### config.mk
export PLATFORM = sky130hd
export DESIGN_NAME = opl_slot_top
export DESIGN_NICKNAME = d
export VERILOG_FILES = /design/src/opl_pkg.sv /design/src/param_ram.sv /design/src/reg_arbiter.sv /design/src/slot_sequencer.sv /design/src/slot_router.sv /design/src/operator_core.sv /design/src/output_store.sv /design/src/opl_slot_top.sv
export SDC_FILE = /design/constraint.sdc
export NUM_CORES = 2
export LEC_CHECK = 0
export BUFFER_PORTS_ARGS = -buffer_cell sky130_fd_sc_hd__buf_2
export CAP_MARGIN = 0
export CORE_UTILIZATION = 60
export CTS_CLUSTER_SIZE = 24
export DETAILED_ROUTE_END_ITERATION = 8
export HOLD_SLACK_MARGIN = 0.08
export PLACE_DENSITY = 0.76
export SYNTH_ARGS = -nofsm -noshare
export SYNTH_HDL_FRONTEND = slang
export SYNTH_SLANG_ARGS = --single-unit
### constraint.sdc
create_clock -name clk -period 10.3 [get_ports clk]
set_clock_uncertainty 0.1 [all_clocks]
set_input_delay 2.06 -clock clk [delete_from_list [all_inputs] [get_ports clk]]
set_output_delay 2.06 -clock clk [all_outputs]
set_load 0.01 [all_outputs]
### src/opl_pkg.sv
// FM operator scheduler definitions
package opl_pkg;

    localparam int NUM_BANKS        = 2;
    localparam int NUM_OPS_PER_BANK = 18;
    localparam int NUM_CH_PER_BANK  = 9;
    localparam int NUM_SLOTS        = NUM_BANKS * NUM_OPS_PER_BANK;
    localparam int SLOT_CYCLES      = 7;
    localparam int FETCH_CYCLES     = 4;  // operator starts right after the fetches

    typedef logic [5:0]         slot_t;      // bank * 18 + operator
    typedef logic [4:0]         chan_t;      // bank * 9 + channel
    typedef logic [9:0]         fnum_t;
    typedef logic [2:0]         block_t;
    typedef logic [2:0]         fb_t;
    typedef logic [5:0]         tl_t;
    typedef logic signed [12:0] op_out_t;
    typedef logic [5:0]         conn_sel_t;  // bank * 3 + column
    typedef logic [17:0]        ram_word_t;
    typedef logic [6:0]         ram_addr_t;
    typedef logic [31:0]        wb_data_t;

    localparam ram_addr_t CH_BASE   = 7'd0;
    localparam ram_addr_t TL_BASE   = 7'd32;
    localparam ram_addr_t CONN_ADDR = 7'd127;

    // channel word: kon, cnt, fb, block, fnum
    localparam int FNUM_LSB  = 0;
    localparam int BLOCK_LSB = 10;
    localparam int FB_LSB    = 13;
    localparam int CNT_BIT   = 16;
    localparam int KON_BIT   = 17;

    typedef enum logic {
        SEQ_IDLE,
        SEQ_RUN
    } seq_state_t;

    function automatic logic slot_bank(slot_t slot);
        return slot >= slot_t'(NUM_OPS_PER_BANK);
    endfunction

    function automatic logic [4:0] slot_op(slot_t slot);
        return slot_bank(slot) ? 5'(slot - slot_t'(NUM_OPS_PER_BANK)) : slot[4:0];
    endfunction

endpackage

### src/param_ram.sv
// Parameter register RAM
`timescale 1ns/1ps

module param_ram (
    input  logic               clk,
    input  logic               arst_n,
    input  logic               ram_we,
    input  opl_pkg::ram_addr_t ram_adr,
    input  opl_pkg::ram_word_t ram_wdat,
    output opl_pkg::ram_word_t ram_rdat
);
    // channel words, total levels and connection select share one space
    opl_pkg::ram_word_t mem [2**$bits(opl_pkg::ram_addr_t)];

    always_ff @(posedge clk or negedge arst_n) begin
        if (!arst_n) begin
            for (int i = 0; i < 2**$bits(opl_pkg::ram_addr_t); i++) begin
                mem[i] <= '0;
            end
            ram_rdat <= '0;
        end else begin
            if (ram_we) begin
                mem[ram_adr] <= ram_wdat;
            end
            ram_rdat <= mem[ram_adr];  // old data on a write
        end
    end

endmodule

### src/reg_arbiter.sv
// Register RAM port arbiter
`timescale 1ns/1ps

module reg_arbiter (
    input  logic               clk,
    input  logic               arst_n,
    input  logic               wb_cyc,
    input  logic               wb_stb,
    input  logic               wb_we,
    input  opl_pkg::ram_addr_t wb_adr,
    input  opl_pkg::wb_data_t  wb_dat_w,
    output opl_pkg::wb_data_t  wb_dat_r,
    output logic               wb_ack,
    input  logic               fetch_req,
    input  opl_pkg::ram_addr_t fetch_adr,
    output opl_pkg::ram_word_t fetch_dat,
    output logic               ram_we,
    output opl_pkg::ram_addr_t ram_adr,
    output opl_pkg::ram_word_t ram_wdat,
    input  opl_pkg::ram_word_t ram_rdat
);
    logic host_req;
    logic host_gnt;
    logic host_gnt_q;  // granted last cycle, data now on ram_rdat

    // host still holds stb during its ack cycle, so don't grant it twice
    assign host_req = wb_cyc && wb_stb && !host_gnt_q;
    assign host_gnt = host_req && !fetch_req;  // fetch always wins

    assign ram_adr  = fetch_req ? fetch_adr : wb_adr;
    assign ram_we   = host_gnt && wb_we;
    assign ram_wdat = wb_dat_w[$bits(opl_pkg::ram_word_t)-1:0];

    always_ff @(posedge clk or negedge arst_n) begin
        if (!arst_n) begin
            host_gnt_q <= 1'b0;
        end else begin
            host_gnt_q <= host_gnt;
        end
    end

    assign wb_ack    = host_gnt_q;
    assign wb_dat_r  = opl_pkg::wb_data_t'(ram_rdat);  // zero-extended
    assign fetch_dat = ram_rdat;

endmodule

### src/slot_sequencer.sv
// Operator slot sequencer
`timescale 1ns/1ps

module slot_sequencer (
    input  logic               clk,
    input  logic               arst_n,
    input  logic               sample_en,
    output logic               fetch_req,
    output opl_pkg::ram_addr_t fetch_adr,
    input  opl_pkg::ram_word_t fetch_dat,
    input  opl_pkg::ram_addr_t owner_adr,
    output opl_pkg::slot_t     slot,
    output opl_pkg::conn_sel_t conn_sel,
    output opl_pkg::ram_word_t owner_word,
    output opl_pkg::ram_word_t partner_word,
    output opl_pkg::tl_t       tl,
    output logic               op_start,
    input  opl_pkg::op_out_t   op_out,
    output logic               out_valid,
    output opl_pkg::slot_t     out_slot,
    output opl_pkg::op_out_t   out_value
);
    opl_pkg::seq_state_t                     state;
    logic [$clog2(opl_pkg::SLOT_CYCLES)-1:0] cyc;  // cycle within the slot
    logic                                    last_cyc;
    logic                                    running;
    opl_pkg::conn_sel_t                      conn_q;
    logic [1:0]                              col;
    opl_pkg::ram_addr_t                      partner_adr;
    opl_pkg::ram_addr_t                      tl_adr;

    assign running  = (state == opl_pkg::SEQ_RUN);
    assign last_cyc = (cyc == opl_pkg::SLOT_CYCLES - 1);

    always_ff @(posedge clk or negedge arst_n) begin
        if (!arst_n) begin
            state <= opl_pkg::SEQ_IDLE;
            cyc   <= '0;
            slot  <= '0;
        end else begin
            case (state)
                opl_pkg::SEQ_IDLE: begin
                    if (sample_en) begin
                        state <= opl_pkg::SEQ_RUN;  // slot 0 starts next cycle
                    end
                end
                opl_pkg::SEQ_RUN: begin
                    if (last_cyc) begin
                        cyc <= '0;
                        if (slot == opl_pkg::NUM_SLOTS - 1) begin
                            state <= opl_pkg::SEQ_IDLE;
                            slot  <= '0;
                        end else begin
                            slot <= slot + 1'b1;
                        end
                    end else begin
                        cyc <= cyc + 1'b1;
                    end
                end
                default: state <= opl_pkg::SEQ_IDLE;
            endcase
        end
    end

    // partner channel sits three columns up in the same bank
    assign col         = 2'(opl_pkg::slot_op(slot) % 3);
    assign partner_adr = opl_pkg::CH_BASE + opl_pkg::ram_addr_t'(
                         opl_pkg::slot_bank(slot) * opl_pkg::NUM_CH_PER_BANK + col + 3);
    assign tl_adr      = opl_pkg::TL_BASE + opl_pkg::ram_addr_t'(slot);

    assign fetch_req = running && (cyc < opl_pkg::FETCH_CYCLES);

    always_comb begin
        case (cyc)
            3'd0:    fetch_adr = opl_pkg::CONN_ADDR;
            3'd1:    fetch_adr = owner_adr;  // router already sees the fresh select
            3'd2:    fetch_adr = partner_adr;
            default: fetch_adr = tl_adr;
        endcase
    end

    always_ff @(posedge clk) begin
        if (running) begin
            case (cyc)
                3'd1:    conn_q       <= fetch_dat[$bits(opl_pkg::conn_sel_t)-1:0];
                3'd2:    owner_word   <= fetch_dat;
                3'd3:    partner_word <= fetch_dat;
                default: ;
            endcase
        end
    end

    assign conn_sel = (cyc == 3'd1) ? fetch_dat[$bits(opl_pkg::conn_sel_t)-1:0] : conn_q;
    assign tl       = fetch_dat[$bits(opl_pkg::tl_t)-1:0];  // level arrives in the start cycle

    assign op_start  = running && (cyc == opl_pkg::FETCH_CYCLES);
    assign out_valid = running && last_cyc;
    assign out_slot  = slot;
    assign out_value = op_out;

endmodule

### src/slot_router.sv
// Slot to channel and modulation router
`timescale 1ns/1ps

module slot_router (
    input  opl_pkg::slot_t     slot,
    input  opl_pkg::conn_sel_t conn_sel,
    input  opl_pkg::ram_word_t owner_word,
    input  opl_pkg::ram_word_t partner_word,
    output opl_pkg::ram_addr_t owner_adr,
    output opl_pkg::fnum_t     fnum,
    output opl_pkg::block_t    block,
    output logic               kon,
    output opl_pkg::fb_t       fb,
    output logic               use_feedback,
    output logic               mod_en,
    output opl_pkg::slot_t     mod_slot
);
    logic           bank;
    logic [4:0]     op;       // operator within the bank
    logic [1:0]     col;
    logic [2:0]     row;
    logic           four_op;  // row 2 or 3 joined to the column channel
    logic           cnt_own;
    logic           cnt_partner;
    opl_pkg::chan_t chan;

    always_comb begin
        bank    = opl_pkg::slot_bank(slot);
        op      = opl_pkg::slot_op(slot);
        col     = 2'(op % 3);
        row     = 3'(op / 3);
        four_op = (row == 3'd2 || row == 3'd3) && conn_sel[3 * bank + col];

        if (four_op) begin
            chan = opl_pkg::chan_t'(bank * opl_pkg::NUM_CH_PER_BANK + col);
        end else begin
            chan = opl_pkg::chan_t'(bank * opl_pkg::NUM_CH_PER_BANK + 3 * (row / 2) + col);
        end
        owner_adr = opl_pkg::CH_BASE + opl_pkg::ram_addr_t'(chan);
    end

    assign fnum        = owner_word[opl_pkg::FNUM_LSB +: $bits(opl_pkg::fnum_t)];
    assign block       = owner_word[opl_pkg::BLOCK_LSB +: $bits(opl_pkg::block_t)];
    assign fb          = owner_word[opl_pkg::FB_LSB +: $bits(opl_pkg::fb_t)];
    assign kon         = owner_word[opl_pkg::KON_BIT];
    assign cnt_own     = owner_word[opl_pkg::CNT_BIT];
    assign cnt_partner = partner_word[opl_pkg::CNT_BIT];

    always_comb begin
        if (four_op) begin
            use_feedback = 1'b0;
            if (row == 3'd2) begin
                mod_en = !(!cnt_own && cnt_partner);
            end else begin
                mod_en = !(cnt_own && cnt_partner);
            end
        end else if (!row[0]) begin
            use_feedback = 1'b1;  // modulator of a pair
            mod_en       = 1'b0;
        end else begin
            use_feedback = 1'b0;
            mod_en       = !cnt_own;  // cnt 1 is additive
        end
    end

    // bottom row never modulates, point it at itself
    assign mod_slot = (op >= 5'd3) ? slot - 6'd3 : slot;

endmodule

### src/operator_core.sv
// Stand-in FM operator
`timescale 1ns/1ps

module operator_core (
    input  logic             clk,
    input  logic             arst_n,
    input  logic             op_start,
    input  opl_pkg::fnum_t   fnum,
    input  opl_pkg::block_t  block,
    input  logic             kon,
    input  opl_pkg::fb_t     fb,
    input  opl_pkg::tl_t     tl,
    input  logic             use_feedback,
    input  logic             mod_en,
    input  opl_pkg::op_out_t mod_value,
    input  opl_pkg::op_out_t fb_value,
    output opl_pkg::op_out_t op_out
);
    logic [16:0]      shifted;  // fnum scaled by octave
    opl_pkg::op_out_t level;
    opl_pkg::op_out_t mod_term;
    opl_pkg::op_out_t fb_term;
    opl_pkg::op_out_t level_q;
    opl_pkg::op_out_t mod_q;
    opl_pkg::op_out_t fb_q;
    logic             kon_q;
    logic             start_q;

    always_comb begin
        shifted  = {7'd0, fnum} << block;
        level    = opl_pkg::op_out_t'(shifted[16:4]) - opl_pkg::op_out_t'({tl, 3'd0});
        mod_term = mod_en ? mod_value : '0;
        fb_term  = '0;
        if (use_feedback && fb != '0) begin
            fb_term = fb_value >>> (4'd9 - fb);
        end
    end

    always_ff @(posedge clk or negedge arst_n) begin
        if (!arst_n) begin
            start_q <= 1'b0;
        end else begin
            start_q <= op_start;
        end
    end

    // terms held in cycle 5 and the wrapped sum in cycle 6
    always_ff @(posedge clk) begin
        if (op_start) begin
            level_q <= level;
            mod_q   <= mod_term;
            fb_q    <= fb_term;
            kon_q   <= kon;
        end
        if (start_q) begin
            op_out <= kon_q ? level_q + mod_q + fb_q : '0;
        end
    end

endmodule

### src/output_store.sv
// Per-slot operator output store
`timescale 1ns/1ps

module output_store (
    input  logic             clk,
    input  logic             arst_n,
    input  logic             wr_en,
    input  opl_pkg::slot_t   wr_slot,
    input  opl_pkg::op_out_t wr_value,
    input  opl_pkg::slot_t   mod_slot,
    output opl_pkg::op_out_t mod_value,
    input  opl_pkg::slot_t   fb_slot,
    output opl_pkg::op_out_t fb_value
);
    opl_pkg::op_out_t mem [opl_pkg::NUM_SLOTS];

    always_ff @(posedge clk or negedge arst_n) begin
        if (!arst_n) begin
            for (int i = 0; i < opl_pkg::NUM_SLOTS; i++) begin
                mem[i] <= '0;
            end
        end else if (wr_en && wr_slot < opl_pkg::NUM_SLOTS) begin
            mem[wr_slot] <= wr_value;
        end
    end

    // unused slot codes read as silence
    assign mod_value = (mod_slot < opl_pkg::NUM_SLOTS) ? mem[mod_slot] : '0;
    assign fb_value  = (fb_slot < opl_pkg::NUM_SLOTS) ? mem[fb_slot] : '0;

endmodule

### src/opl_slot_top.sv
// FM operator scheduler top level
`timescale 1ns/1ps

module opl_slot_top (
    input  logic               clk,
    input  logic               arst_n,
    input  logic               sample_en,
    input  logic               wb_cyc,
    input  logic               wb_stb,
    input  logic               wb_we,
    input  opl_pkg::ram_addr_t wb_adr,
    input  opl_pkg::wb_data_t  wb_dat_w,
    output opl_pkg::wb_data_t  wb_dat_r,
    output logic               wb_ack,
    output logic               out_valid,
    output opl_pkg::slot_t     out_slot,
    output opl_pkg::op_out_t   out_value
);
    logic               fetch_req;
    opl_pkg::ram_addr_t fetch_adr;
    opl_pkg::ram_word_t fetch_dat;
    logic               ram_we;
    opl_pkg::ram_addr_t ram_adr;
    opl_pkg::ram_word_t ram_wdat;
    opl_pkg::ram_word_t ram_rdat;
    opl_pkg::slot_t     slot;        // slot in progress
    opl_pkg::conn_sel_t conn_sel;
    opl_pkg::ram_word_t owner_word;
    opl_pkg::ram_word_t partner_word;
    opl_pkg::ram_addr_t owner_adr;
    opl_pkg::tl_t       tl;
    logic               op_start;
    opl_pkg::fnum_t     fnum;
    opl_pkg::block_t    block;
    logic               kon;
    opl_pkg::fb_t       fb;
    logic               use_feedback;
    logic               mod_en;
    opl_pkg::slot_t     mod_slot;
    opl_pkg::op_out_t   mod_value;
    opl_pkg::op_out_t   fb_value;
    opl_pkg::op_out_t   op_out;

    reg_arbiter u_arbiter (
        .clk(clk), .arst_n(arst_n),
        .wb_cyc(wb_cyc), .wb_stb(wb_stb), .wb_we(wb_we), .wb_adr(wb_adr),
        .wb_dat_w(wb_dat_w), .wb_dat_r(wb_dat_r), .wb_ack(wb_ack),
        .fetch_req(fetch_req), .fetch_adr(fetch_adr), .fetch_dat(fetch_dat),
        .ram_we(ram_we), .ram_adr(ram_adr), .ram_wdat(ram_wdat), .ram_rdat(ram_rdat)
    );

    param_ram u_ram (
        .clk(clk), .arst_n(arst_n),
        .ram_we(ram_we), .ram_adr(ram_adr), .ram_wdat(ram_wdat), .ram_rdat(ram_rdat)
    );

    slot_sequencer u_seq (
        .clk(clk), .arst_n(arst_n), .sample_en(sample_en),
        .fetch_req(fetch_req), .fetch_adr(fetch_adr), .fetch_dat(fetch_dat),
        .owner_adr(owner_adr), .slot(slot), .conn_sel(conn_sel),
        .owner_word(owner_word), .partner_word(partner_word), .tl(tl),
        .op_start(op_start), .op_out(op_out),
        .out_valid(out_valid), .out_slot(out_slot), .out_value(out_value)
    );

    slot_router u_router (
        .slot(slot), .conn_sel(conn_sel),
        .owner_word(owner_word), .partner_word(partner_word), .owner_adr(owner_adr),
        .fnum(fnum), .block(block), .kon(kon), .fb(fb),
        .use_feedback(use_feedback), .mod_en(mod_en), .mod_slot(mod_slot)
    );

    operator_core u_op (
        .clk(clk), .arst_n(arst_n), .op_start(op_start),
        .fnum(fnum), .block(block), .kon(kon), .fb(fb), .tl(tl),
        .use_feedback(use_feedback), .mod_en(mod_en),
        .mod_value(mod_value), .fb_value(fb_value), .op_out(op_out)
    );

    output_store u_store (
        .clk(clk), .arst_n(arst_n),
        .wr_en(out_valid), .wr_slot(out_slot), .wr_value(out_value),
        .mod_slot(mod_slot), .mod_value(mod_value),
        .fb_slot(slot), .fb_value(fb_value)  // own previous output
    );

endmodule

# Word-level counts from Yosys, hierarchy flattened
# Index checks and enable logic that the tools add are counted.
# word_totals
regBits	2896
out_inout_bits	53
elab_cells	283
inputBits	45
# classes
mux	35
n_reduce_logical	26
eq_ne	8
bitwise	4
multipliers	3
add_sub_neg	14
div_mod_pow	2
magnitude_cmp	11
n_shift	2
# op_table
op	count
2304-bit bitwise mux	1
468-bit bitwise mux	1
13-bit binary-select mux with 6-bit select	2
18-bit binary-select mux with 7-bit select	1
18-bit demux with 7-bit select	1
13-bit demux with 6-bit select	1
13-bit 2-to-1 mux	6
18-bit 2-to-1 mux	3
5-bit by 2-bit divider with 32-bit output (second input constant)	1
32-bit by 4-bit less-than comparator with 1-bit output (second input constant)	1
5-bit by 2-bit modulo with 32-bit output (second input constant)	1
13-bit adder	2
7-bit one-hot mux with 3 select lines	1
6-bit 2-to-1 mux	3
10-bit by 3-bit left shift with 17-bit output	1
7-bit greater-or-equal comparator (second input constant)	2
1-bit logical AND	14
6-bit inverter with 7-bit output	2
13-bit by 4-bit >>> shifter with 13-bit output	1
13-bit by 10-bit subtractor with 13-bit output	1
3-bit by 2-bit equality test with 1-bit output (second input constant)	4
6-bit less-than comparator (second input constant)	2
5-bit 2-to-1 mux	2
1-bit 2-to-1 mux	9
other kinds (34)	42

# Logic depth before layout (Yosys ltp)
# depth
ltp_word	16
depth_mapped	45
mapped_depth_nobuf	35

# Modules after synthesis
# Synthesis repeated with hierarchy kept, for this count alone.
# unflattened
hier_cells	10306
area_unflattened_um2	138978.3
# modules_own_cells
mod	area_per_inst_um2	cells_each	instances	seq_area_each_um2
param_ram	104674.1	7683	1	58105.7
output_store	25622.1	1804	1	11711.2
operator_core	3801.1	326	1	1616.6
slot_sequencer	2887.8	248	1	1511.4
slot_router	1345.0	165	1	0.0
reg_arbiter	648.1	80	1	25.0

# Worst setup path before layout
# Ideal clock, no wire load.
# synth_path
kind	register -> register
startpoint	register u_seq.slot[0], in the netlist u_seq.out_slot[0]
endpoint	register u_ram.ram_rdat[5]
setup_ns	0.139
setup_slack_ns	1.055
path_buffers	4
arrival_ns	9.006
synth_period_minus_slack_ns	9.245
required_ns	10.061
path_stages_with_launch	40
cell_sequence	dfrtp_1 -> buf_2 -> clkbuf_1 -> inv_1 -> clkbuf_1 -> ha_1 -> o41a_1 -> or2_2 -> a21o_1 -> inv_1 -> ha_1 -> inv_1 -> nand2_1 -> clkinv_1 -> xnor2_1 -> ha_1 -> inv_1 -> o221ai_1 -> (+4 left out) -> nand2_1 -> xnor2_1 -> inv_1 -> fa_1 -> inv_1 -> ha_1 -> inv_1 -> fa_1 -> or3_1 -> o31a_1 -> buf_4 -> nand2_4 -> mux2_2 -> a221oi_1 -> o22ai_1 -> a221o_1 -> or4_1 -> or4_1
# synth_between
elab_chain_cells	14
word_cells_on_any_way	27
cone_classes	add/sub: 7; mul: 3; div: 2; order compare: 1; eq/ne: 2; mux: 9; bitwise: 1; reduce/logical: 2
# synth_lines
element	line_no	source
start, declared	slot_sequencer.sv:12	output opl_pkg::slot_t slot,
start signal, assigned	slot_sequencer.sv:54	slot <= slot + 1'b1;
branches (longest 8 deep; another with 5-bit by 2-bit divider with 32-bit output)	n/a	
7-bit one-hot mux with 3 select lines *	slot_sequencer.sv:74	case (cyc)
7-bit 2-to-1 mux *	reg_arbiter.sv:30	assign ram_adr = fetch_req ? fetch_adr : wb_adr;
7-bit inverter with 8-bit output (implied by the code) *	param_ram.sv:25	ram_rdat <= mem[ram_adr];
18-bit binary-select mux with 7-bit select *	param_ram.sv:25	
18-bit 2-to-1 mux (implied by the code) * (2 in a row)	param_ram.sv:25	
end signal, assigned	param_ram.sv:25	
end, declared	param_ram.sv:10	output opl_pkg::ram_word_t ram_rdat
# Mark *: on every way between the ends. The select of a mux whose other input is x is not followed.
# A chain may end at the register's enable or synchronous reset.

# Worst setup path after layout
# layout_path
startpoint	register u_seq.slot[1], in the netlist u_seq.out_slot[1]
endpoint	register u_ram.ram_rdat[2]
# The elaborated chain is that of the path after synthesis.

==> metrics.txt <==
status=completed; Synth warnings=0; Setup Viol. Count Final=0; DPL Wire Length=327,000 um; Clock Latency Late Sink=990 ps; CTS buffer count=321; first-pass GRT wire length=about 740,000 um; total number of vias=103,141; Leak Pwr=0.0742 uW; share of cells above drive strength 1=37.8%; drt initial violations=13,526; Yosys cell types=96; fin crit period=slightly above 10,000 ps; Crit Path Category=reg -> reg; width of the die=483 um; worst path required time=11,070 ps; register bit total from synthesis=2,880; DRC=0; syn avg cell area=12.4 sq um; post-route ant nets=0; Layout Cells excl Fill=14,533; total core area=between 0.2 and 0.25 sq mm; Syn Std Cell Area=around 0.14 sq mm; # Post-CTS Setup Buffers=0; Final Wtd Congestion=1.01; Critical Path End Type=register; slowest CP cell=o22ai_1; fmax=98.3 MHz; DP Cell Count=13,966; RSZ-0062 raised after global routing=false; H-tree depth=5; Seq/Total Area, Yosys=52.1%; cell repeated most along the worst path=ha_1; nets=11,365; Overflow after GRT=0; ys async rst share=97.3%; most common cell in the synthesized netlist=mux2_2; largest net degree at the start of global routing=186; Post-synth EDFFs=78; Port-buffer cells=69; final hold viol count=0; HP Class=reg -> reg; Max Cap Violations=0; Worst slew margin=under 10%; CTS tree=built; # IOs=98; final count of pins violating max slew=0; Final Routed Wirelength=about 500,000 um; crit path max fanout=27; initial antenna violation count=between 40 and 50; startpoint types=register; vias in the first global route=102,285; Synth top area share=50.5%; DR vias/cell=7.10; die area=around 0.23 sq mm; Worst-Margin Slew=1380 ps; Filler cells=16,300; Root Buffer Master=clkbuf_16; # hold bufs at CTS=0; Die Ht=483 um; Mapped Cells=11,238; Synth top cells by count=mux2_2 (2,805), dfrtp_1 (2,802), nand2_1 (1,223), clkbuf_1 (571), mux2i_1 (441); Arr. time, crit path=10,930 ps; Clock Path Buffers=4; drt first pass iters=6; DR WL/cell=35.4 um; maximum VDD drop=0.565 mV; Final TNS setup=0 ps; Crit path largest cell delay=860 ps; GR Util All Layers=a little over two fifths; Main synth FF type=dfrtp_1; fin crit share=98.7%; power density cells=365 mW/mm^2; CTS Sinks=roughly 2,900; Layout area overhead=11.9%; Placement Rows=between 150 and 200; synth top area cells=dfrtp_1 (50%), mux2_2 (23%), nand2_1 (3.3%); clk slew on worst S/H paths=60 ps; Starting Density=60.4%; area leader, netlist=dfrtp_1
-- kinds of logic after synthesis --
logic type | Yosys count | synth area share, %
DFF | 2880 | 52.1
adders and majority gates | 57 | 0.605
other | 1 | 0.00270
xor gates and xnor gates | 32 | 0.202
muxes | 3439 | 29.0
buffers and inverters | 1079 | 3.29
AOI/OAI and AO/OA | 1642 | 7.97
and+or+nand+nor | 2108 | 6.80
-- report_power, final --
group | internal, uW | switching [uW] | leakage [uW] | total, uW
Combinational | 8840 | 23000 | 0.0294 | 31800
Sequential | 12700 | 887 | 0.0397 | 13600
Clock | 6630 | 4670 | 0.00507 | 11300
-- area by class of cell --
| type | instances | area, sq um | area share [%] |
|---|---|---|---|
| Inverter | 59 | 221 | 0.142 |
| Clock inverter | 76 | 772 | 0.496 |
| Timing Repair Buffer | 709 | 6280 | 4.04 |
| Clock buffer | 468 | 9420 | 6.06 |
| Sequential cell | 2880 | 72500 | 46.6 |
| Multi-Input combinational cell | 7292 | 62500 | 40.2 |
| Tap cell | 3026 | 3790 | 2.44 |
| Antenna cell | 23 | 57.6 | 0.0370 |
-- cell usage in the layout, fill, tap and decap left out, types with 96 or more instances in the layout --
master     instances
mux2_2          2805
dfrtp_1         2799
nand2_1         1220
buf_4            572
mux2i_1          440
a21oi_1          385
clkbuf_16        324
a211oi_1         261
nand3_1          239
o21ai_0          224
mux4_2           188
and3_1           161
a31oi_1          133
nor2_1           113
o22ai_1           96
-- final timing paths --
path                                           startpoint                            to  slack (ps)  cells past startpoint
setup / recovery            u_seq.out_slot[1]$_DFFE_PN0P_   u_ram.ram_rdat[2]$_DFF_PN0_         130                     35
hold / removal             u_seq.owner_word[17]$_DFFE_PP_          u_op.kon_q$_DFFE_PP_         330                      0
setup reg to reg            u_seq.out_slot[1]$_DFFE_PN0P_   u_ram.ram_rdat[2]$_DFF_PN0_         130                     35
hold reg to reg            u_seq.owner_word[17]$_DFFE_PP_          u_op.kon_q$_DFFE_PP_         330                      0
max in group asynchronous                          arst_n    u_ram.mem[929]$_DFFE_PN0P_        6540                      3
min in group asynchronous                          arst_n  u_store.mem[111]$_DFFE_PN0P_         970                      1
-- state kept, by name, summed over array words and instances, names as in the netlist, 3 cells and up --
signal,flops
u_ram.mem,2304
u_store.mem,468
u_ram.ram_rdat,18
u_seq.owner_word,18
u_op.fb_q,13
u_op.level_q,13
u_op.mod_q,13
u_op.op_out,13
u_seq.conn_q,6
u_seq.out_slot,6
u_seq.cyc,3
-- metal layers --
layer / track usage [%] / vias up / routed length [um]
met1: 56.7 / 53598 / 189000
met2: 63.3 / 6646 / 222000
met3: 12.1 / 1743 / 58100
li1: - / 41130 / -
met4: 32.0 / 24 / 44600
met5: 0 / - / 178
-- timing repair --
item                                    CTS  global route
endpoints found under the hold margin     0             0
endpoints found under the setup margin    0            19
resized for setup                         0             7
-- critical path: cells and delay by family (launching register included) --
family / cells / cell delay (ps)
AOI/OAI and AO/OA: 10 / 4080
and+or+nand+nor: 10 / 2210
adders and majority gates: 7 / 1770
buffers and inverters: 6 / 960
DFF: 1 / 530
xor gates and xnor gates: 2 / 360
-- through the flow --
step / utilization [%] / setup WS, ps / hold WS, ps / instance area (sq um) / total power (uW)
after global routing: 67.5 / 19.5 / 345 / 155000 / 57200
after detailed placement: 63.1 / 363 / 307 / 145000 / 43800
after global placement: 63.1 / 451 / 303 / 145000 / 43400
final: 67.6 / 132 / 330 / 155000 / 56700
after floorplan: - / 1060 / 300 / 139000 / 28000
after CTS: 67.5 / 342 / 331 / 155000 / 55100
Note: power is estimated with default switching activity, not from simulation.
